$ cat src/common/rvcore_defs.svh
// RV64 core parameters
`ifndef RVCORE_DEFS_SVH
`define RVCORE_DEFS_SVH

// data path and address width
`define RV_XLEN 64

// instruction word width
`define RV_ILEN 32

// register file geometry
`define RV_REG_AW 5
`define RV_REG_COUNT 32

// first fetch address out of reset
`define RV_RESET_PC 64'h0

`endif
$ cat src/common/rv_isa_pkg.sv
// RV64I subset types
`include "rvcore_defs.svh"

package rv_isa_pkg;

    typedef logic [`RV_XLEN-1:0]   xlen_t;    // register and data value
    typedef logic [`RV_XLEN-1:0]   addr_t;    // byte address
    typedef logic [`RV_ILEN-1:0]   inst_t;    // raw instruction word
    typedef logic [`RV_REG_AW-1:0] reg_idx_t; // x0..x31

    // ALU function picked by the decoder
    typedef enum logic [2:0] {
        ADD,
        SUB,
        AND,
        OR,
        XOR,
        PASS_B   // lui, operand b straight through
    } alu_op_e;

    // what the later stages have to do with an instruction
    typedef enum logic [2:0] {
        ALU,
        LOAD,
        STORE,
        BRANCH_EQ,
        BRANCH_NE,
        JUMP,
        EBREAK,
        ILLEGAL
    } inst_class_e;

endpackage

$ cat src/common/rv_pipe_pkg.sv
// pipeline and bus records
`include "rvcore_defs.svh"

package rv_pipe_pkg;

    import rv_isa_pkg::*;

    typedef struct packed {
        logic  valid;
        addr_t pc;
        inst_t inst;
    } fetch_reg_t;

    typedef struct packed {
        logic        valid;
        addr_t       pc;
        inst_class_e iclass;
        alu_op_e     alu_op;
        xlen_t       rs1_val;
        xlen_t       rs2_val;
        xlen_t       imm;
        logic        use_imm; // operand b from imm instead of rs2
        reg_idx_t    rd;
        logic        rd_we;
    } decode_reg_t;

    typedef struct packed {
        logic        valid;
        addr_t       pc;
        inst_class_e iclass;
        xlen_t       result;     // alu value, link value or bus address
        xlen_t       store_data;
        reg_idx_t    rd;
        logic        rd_we;
        addr_t       next_pc;
    } exec_reg_t;

    typedef struct packed {
        addr_t    pc;
        reg_idx_t rd;
        xlen_t    value;
        logic     we;
        logic     illegal;
    } retire_t;

    // wishbone classic, master to slave
    typedef struct packed {
        logic                   cyc;
        logic                   stb;
        logic                   we;
        addr_t                  adr;
        xlen_t                  dat;
        logic [`RV_XLEN/8-1:0]  sel;
    } wb_m2s_t;

    typedef struct packed {
        xlen_t dat;
        logic  ack;
    } wb_s2m_t;

endpackage

$ cat src/hdl/rv_execute.sv
// execute stage
module rv_execute (
    input  logic                     clk_i,
    input  logic                     reset_i,
    input  rv_pipe_pkg::decode_reg_t decode_i,
    output rv_pipe_pkg::exec_reg_t   exec_o
);
    import rv_isa_pkg::*;

    xlen_t op_b;
    xlen_t alu_res;
    addr_t pc_plus4;
    addr_t target;
    logic  equal;
    logic  taken;

    assign op_b     = decode_i.use_imm ? decode_i.imm : decode_i.rs2_val;
    assign pc_plus4 = decode_i.pc + addr_t'(4);
    assign target   = decode_i.pc + decode_i.imm; // branch and jal target
    assign equal    = (decode_i.rs1_val == decode_i.rs2_val);

    always_comb begin
        case (decode_i.alu_op)
            ADD:     alu_res = decode_i.rs1_val + op_b; // also ld/sd address
            SUB:     alu_res = decode_i.rs1_val - op_b;
            AND:     alu_res = decode_i.rs1_val & op_b;
            OR:      alu_res = decode_i.rs1_val | op_b;
            XOR:     alu_res = decode_i.rs1_val ^ op_b;
            default: alu_res = op_b;
        endcase
    end

    always_comb begin
        taken = (decode_i.iclass == JUMP)
             || ((decode_i.iclass == BRANCH_EQ) && equal)
             || ((decode_i.iclass == BRANCH_NE) && !equal);
    end

    always_ff @(posedge clk_i) begin
        if (reset_i) begin
            exec_o.valid <= 1'b0;
        end else begin
            exec_o.valid <= decode_i.valid;
        end
        if (decode_i.valid) begin
            exec_o.pc         <= decode_i.pc;
            exec_o.iclass     <= decode_i.iclass;
            exec_o.result     <= (decode_i.iclass == JUMP) ? pc_plus4 : alu_res; // link
            exec_o.store_data <= decode_i.rs2_val;
            exec_o.rd         <= decode_i.rd;
            exec_o.rd_we      <= decode_i.rd_we;
            exec_o.next_pc    <= taken ? target : pc_plus4;
        end
    end

endmodule

$ cat config.mk
export PLATFORM = sky130hd
export DESIGN_NAME = rv_execute
export DESIGN_NICKNAME = d
export VERILOG_FILES = /design/src/common/rv_isa_pkg.sv /design/src/common/rv_pipe_pkg.sv /design/src/hdl/rv_execute.sv
export VERILOG_INCLUDE_DIRS = /design/src /design/src/common
export SDC_FILE = /design/constraint.sdc
export NUM_CORES = 1
export LEC_CHECK = 0
export BUFFER_PORTS_ARGS = -buffer_cell sky130_fd_sc_hd__buf_2
export CAP_MARGIN = 20
export CORE_ASPECT_RATIO = 1.1
export CORE_MARGIN = 4
export CORE_UTILIZATION = 50
export CTS_CLUSTER_SIZE = 30
export DETAILED_ROUTE_END_ITERATION = 16
export PLACE_DENSITY = 0.81
export SLEW_MARGIN = 0
export SYNTH_ARGS = -nofsm -noshare
export SYNTH_HDL_FRONTEND = slang
export SYNTH_SLANG_ARGS = --single-unit
$ cat constraint.sdc
create_clock -name clk_i -period 7.9 [get_ports clk_i]
set_input_delay 0 -clock clk_i [delete_from_list [all_inputs] [get_ports clk_i]]
set_output_delay 0 -clock clk_i [all_outputs]
set_load 0.03 [all_outputs]
# Word level (Yosys, flattened, before mapping)
# Index checks and enable logic that the tools add are counted.
# word_totals
regBits,266
inputBits,272
output_inout_bits,266
elab_cells,33
# classes
addsub,4
eq_ne,8
mux,4
bitwise,3
n_reduce_logical,6
# op_table
cell,n
$pmux 64 s5,1
$mux 64,3
$add 64x64->64,2
$add 64x3->64 const B,1
$and 64x64->64,1
$eq 64x64->1,1
$or 64x64->64,1
$sub 64x64->64,1
$xor 64x64->64,1
$eq 3x2->1 const B,3
$eq 3x3->1 const B,3
$eq 3x1->1 const B,1
$logic_not 3->1,1
$logic_and 1x1->1,2
$logic_or 1x1->1,2
$logic_not 1->1,1

# Depth between registers and ports, before layout
# logic_depth
ltp_word,5
ltp_mapped,28
ltp_nobuf,22

# Worst setup path after synthesis
# Ideal clock, no wire load.
# synth_path
path_type,input to register
from,in decode_i[6] (netlist bit)
to,reg exec_o[197] (netlist bit) (data pin)
setup_ps,272
t_arrival_ps,5779
t_required_ps,7628
path_slack_ps,1849
cell_stages,28
n_path_buf,7
path_cell_list,buf_6 buf_2 buf_2 buf_2 buf_4 buf_2 mux2i_1 ha_1 nand2_1 nor3_1 and3_1 and2_1 nand2b_1 o31ai_1 xnor2_1 ha_1 clkbuf_1 a21o_1 a21o_1 o41ai_1 o31ai_1 a221o_1 a31oi_1 o41a_1 nor3_1 a211oi_1 mux2i_1 o211ai_1
# synth_between
elab_chain_cells,4
word_cells_on_any_way,8
cone_classes,add/sub (2); mux (3); bitwise (3)
# synth_rtl
item,line_no,text
"start, declared",rv_execute.sv:5,"input rv_pipe_pkg::decode_reg_t decode_i,"
$mux 64 (*),rv_execute.sv:17,assign op_b = decode_i.use_imm ? decode_i.imm : decode_i.rs2_val;
$sub 64x64->64 (tied with other cells),rv_execute.sv:25,SUB: alu_res = decode_i.rs1_val - op_b;
$pmux 64 s5 (*),rv_execute.sv:23,case (decode_i.alu_op)
$mux 64 (*),rv_execute.sv:48,exec_o.result <= (decode_i.iclass == JUMP) ? pc_plus4 : alu_res;
"end, declared",rv_execute.sv:6,output rv_pipe_pkg::exec_reg_t exec_o
# Every way passes the cells marked *; elsewhere a longest branch is shown, timed or not.
# A chain may end at the register's enable or synchronous reset.

# Worst setup path in the final report
# layout_path
from,in decode_i[7] (netlist bit)
to,reg exec_o[197] (netlist bit) (data pin)
# layout_between
elab_chain_cells,4
word_cells_on_any_way,5
cone_classes,add/sub (2); mux (3)
# layout_rtl
item,line_no
$mux 64 (*),rv_execute.sv:17
$sub 64x64->64 or $add 64x64->64 (tied branches),"rv_execute.sv:25, rv_execute.sv:24"
$pmux 64 s5 (*),rv_execute.sv:23
$mux 64 (*),rv_execute.sv:48
# Marks and branches as above.

==> results.py <==
metrics = {
    "outcome": {
        "status": "finished clean",
    },
    "clocking": {
        "clk_pin_slew_ns": 0.07,
        "clock_sinks": 266,
        "htree_num_levels": 1,
        "cts_tree": "built",
        "numCtsBuffers": 28,
        "ctsResizeCount": 0,
        "ctsRootBufferMaster": "clkbuf_16",
        "clockBufferDepth": 3,
    },
    "route": {
        "ant_nets": 0,
        "drtIter0Drc": 3970,
        "route.detailed.drc": 0,
        "vias_per_cell": 6.27,
        "wire_per_inst_um": 25.3,
        "drt-total-wl_um": 106000,
        "vias": 26200,
        "first_pass_iters": 8,
    },
    "floorplan": {
        "die_area_mm2": 0.0537,
        "die_x_um": 221,
        "die_h_um": 243,
        "core_area_mm2": 0.0492,
        "io_pins": 538,
        "initial_core_util": 0.509,
        "fp-row-count": 85,
    },
    "logic_synthesis": {
        "syn_nets": 3453,
        "seq_area_frac_synth": 0.319,
        "synth_async_sr_flop_share": 0,
        "synth_xor_xnor_area_share": 0.106,
        "synth_edf_count": 265,
        "synth_cell_types": 78,
        "syn_inst": 2922,
        "synth-simple-area-share": 0.155,
        "synth_mux_area_frac": 0.0342,
        "yosysTopAreaCell": "edfxtp_1",
        "synth_top_family_by_area": "compound AO/OA/AOI/OAI gates",
        "synth_area_leaders": "edfxtp_1 32%, ha_1 13%, xnor2_1 7.6%",
        "synth_compound_area_frac": 0.207,
        "syn_area_per_cell_um2": 8.57,
        "yosysTopAreaCellShare": 0.318,
        "synth_seq_cells": 266,
        "synthAdderAreaFrac": 0.130,
        "synth_area_mm2": 0.0250,
        "synth_top_flop_cell": "edfxtp_1",
        "synth_warnings": 0,
    },
    "finish": {
        "layout_commonest_cell": "buf_2",
        "largest_reg_flops": 266,
        "seq_area_mm2": 0.00798,
        "multiInputGateArea_mm2": 0.0158,
        "largestRegisters": "exec_o: 266 flops",
        "top_register": "exec_o",
        "synthToLayoutAreaGrowth_pct": 21.5,
        "nFillCells": 4284,
        "layout_common_cells": "534 x buf_2, 273 x nor2_1, 265 x edfxtp_1, 257 x ha_1, 248 x a21oi_1",
        "nets": 4029,
        "drive_above_1_share": 0.182,
    },
    "power_and_ir_drop": {
        "p_per_area_mw_per_mm2": 174,
        "p_clk_frac": 0.244,
        "swShare": 0.404,
        "pwr-share-seq": 0.334,
        "p_sw_uw": 2150,
        "intPower_uw": 3160,
        "p_leak_uw": 0.0130,
        "combPwrFrac": 0.422,
        "irDropWorstVdd_v": 0.000161,
    },
    "worst_setup_path": {
        "slowest_stage": "dlygate4sd3_1",
        "crit_chain": "dlygate4sd3_1, buf_2, mux2i_1, ha_1, nand2_1, nor3_1, and3_1, and2_1, nand2b_1, o31ai_1, xnor2_1, ha_1, a21o_1, a21o_1, o41ai_1, o31ai_1, a221o_1, a31oi_1, o41a_1, nor3_1, a211oi_1, mux2i_1, o211ai_1",
        "worst_setup_path_end_kind": "flop",
        "critical_path_depth": 23,
        "crit_fanout": 8,
        "critPathLaunch": "decode_i[7]",
        "required_ns": 8.18,
        "crit_arrival_ns": 6.02,
        "path_class": "in -> reg",
        "cpLargestDelayFamily": "compound AO/OA/AOI/OAI gates",
        "crit_end": "exec_o[197]$_DFFE_PP_",
        "start_kind": "primary input",
        "crit_buf_inv": 2,
        "cpPeakStageDelay_ns": 0.53,
    },
    "sta": {
        "rsz0062_at_grt": "false",
        "hold_viol_final": 0,
        "timing.fmax_ghz": 0.174,
        "period_share": 0.726,
        "setup_viol": 0,
        "report.final.slew_viol_count": 0,
        "fin_crit_ns": 5.73,
        "worst_pin_slew_ns": 1.05,
        "relSlewSlack": 0.303,
        "setup_ws_ns": 2.17,
        "fin_setup_tns_ns": 0,
    },
    "global_routing": {
        "grt_overflow": 0,
        "grt_max_degree": 94,
        "antenna_found_initial": 21,
        "grtUsageTotal": 0.368,
        "grt_pass1_wl_um": 151000,
        "grt_pass1_vias": 23500,
    },
    "place": {
        "numPortBuffers": 537,
        "hpwl_um": 84000,
        "place_ws_ns": 1.81,
        "routabilityCongestion": 1.05,
    },
    "run": {
        "cap_violations": 0,
    },
    "min_path": {
        "min_path_type": "in -> reg",
    },
}
metal layers:
layer	wire length (µm)	track usage	up-vias	part of all wire
met5	23	0	-	0.00022
met4	6270	0.187	4	0.059
met3	14800	0.0847	322	0.14
met2	44300	0.537	2081	0.42
met1	40600	0.514	12100	0.38
li1	-	-	11700	-
logic make-up after synthesis:
family,count (synthesis)
fa+ha+maj,259
mux,83
xor+xnor,302
flops,266
compound gates,854
simple gates,836
buf+inv,322
what timing repair did:
item                                   4_1_cts  5_1_grt
endpoints found under the hold margin      249        0
hold buffers                               141        0
setup buffers                                0        0
final cells by class:
type,count,share of cell area
sequential,266,0.262
antenna,17,0.00140
inverter,171,0.0211
tap,652,0.0268
clock inverter,12,0.00288
timing repair buffer,697,0.140
clock buffer,39,0.0257
multi-input combinational,2334,0.520
power by group through the flow:
stage / sequential (µW) / combinational, µW / clock, µW
after floorplan: 2080 / 1080 / 0
after global routing: 1780 / 2370 / 1360
final: 1770 / 2240 / 1300
after global placement: 1790 / 2090 / 0
after detailed placement: 1800 / 2100 / 0
after CTS: 1770 / 2160 / 1280
metrics by stage:
| step | hold WS (ns) | cell area (µm²) | std cells | power, µW | utilization |
|---|---|---|---|---|---|
| 2_1_floorplan | 0.0716 | 25000 | 2922 | 3150 | - |
| 3_5_place_dp | 0.172 | 28100 | 3979 | 3890 | 0.571 |
| 4_1_cts | 0.0274 | 30400 | 4171 | 5220 | 0.617 |
| 6_report | 0.0554 | 30400 | 4188 | 5310 | 0.618 |
| 3_3_place_gp | 0.166 | 28100 | 3979 | 3880 | 0.571 |
| 5_1_grt | 0.0505 | 30400 | 4187 | 5510 | 0.618 |
worst min path at each step:
stage	start	to	cells past startpoint
2_1_floorplan	reset_i	exec_o[265]$_SDFF_PP0_	1
3_3_place_gp	reset_i	exec_o[265]$_SDFF_PP0_	2
3_5_place_dp	reset_i	exec_o[265]$_SDFF_PP0_	2
4_1_cts	decode_i[69]	exec_o[63]$_DFFE_PP_	4
5_1_grt	decode_i[69]	exec_o[63]$_DFFE_PP_	4
6_report	decode_i[69]	exec_o[63]$_DFFE_PP_	4
synthesized netlist by cell type (all sizes together) (3+ instances only):
| library cell | instances |
|---|---|
| a221oi | 9 |
| a211oi | 16 |
| a31oi | 30 |
| xnor2 | 217 |
| and3 | 25 |
| a21o | 62 |
| o21a | 12 |
| o31ai | 17 |
| a22oi | 11 |
| o41ai | 5 |
| nand2b | 31 |
| edfxtp | 265 |
| o2bb2ai | 3 |
| a21boi | 9 |
| o2111ai | 3 |
| o211ai | 52 |
| or2 | 8 |
| ha | 257 |
| or4 | 4 |
| nand4 | 56 |
| nand3 | 70 |
| xor2 | 85 |
| a211o | 4 |
| nor4 | 13 |
| a21oi | 248 |
| o21ai | 254 |
| mux2 | 14 |
| clkbuf | 125 |
| o221ai | 15 |
| or3 | 13 |
| nor3b | 6 |
| o21bai | 25 |
| mux2i | 69 |
| nor2b | 17 |
| and4 | 9 |
| nor2 | 275 |
| nand2 | 246 |
| o22ai | 52 |
| a221o | 5 |
| nor3 | 39 |
| inv | 171 |
| and2 | 19 |
| buf | 26 |
tightest hold or removal path: cells and delay by family:
kind,cells,cell delay [ns]
buf+inv,1,0.12
compound gates,2,0.23
fa+ha+maj,1,0.17
Power figures use the tool's default switching activity.
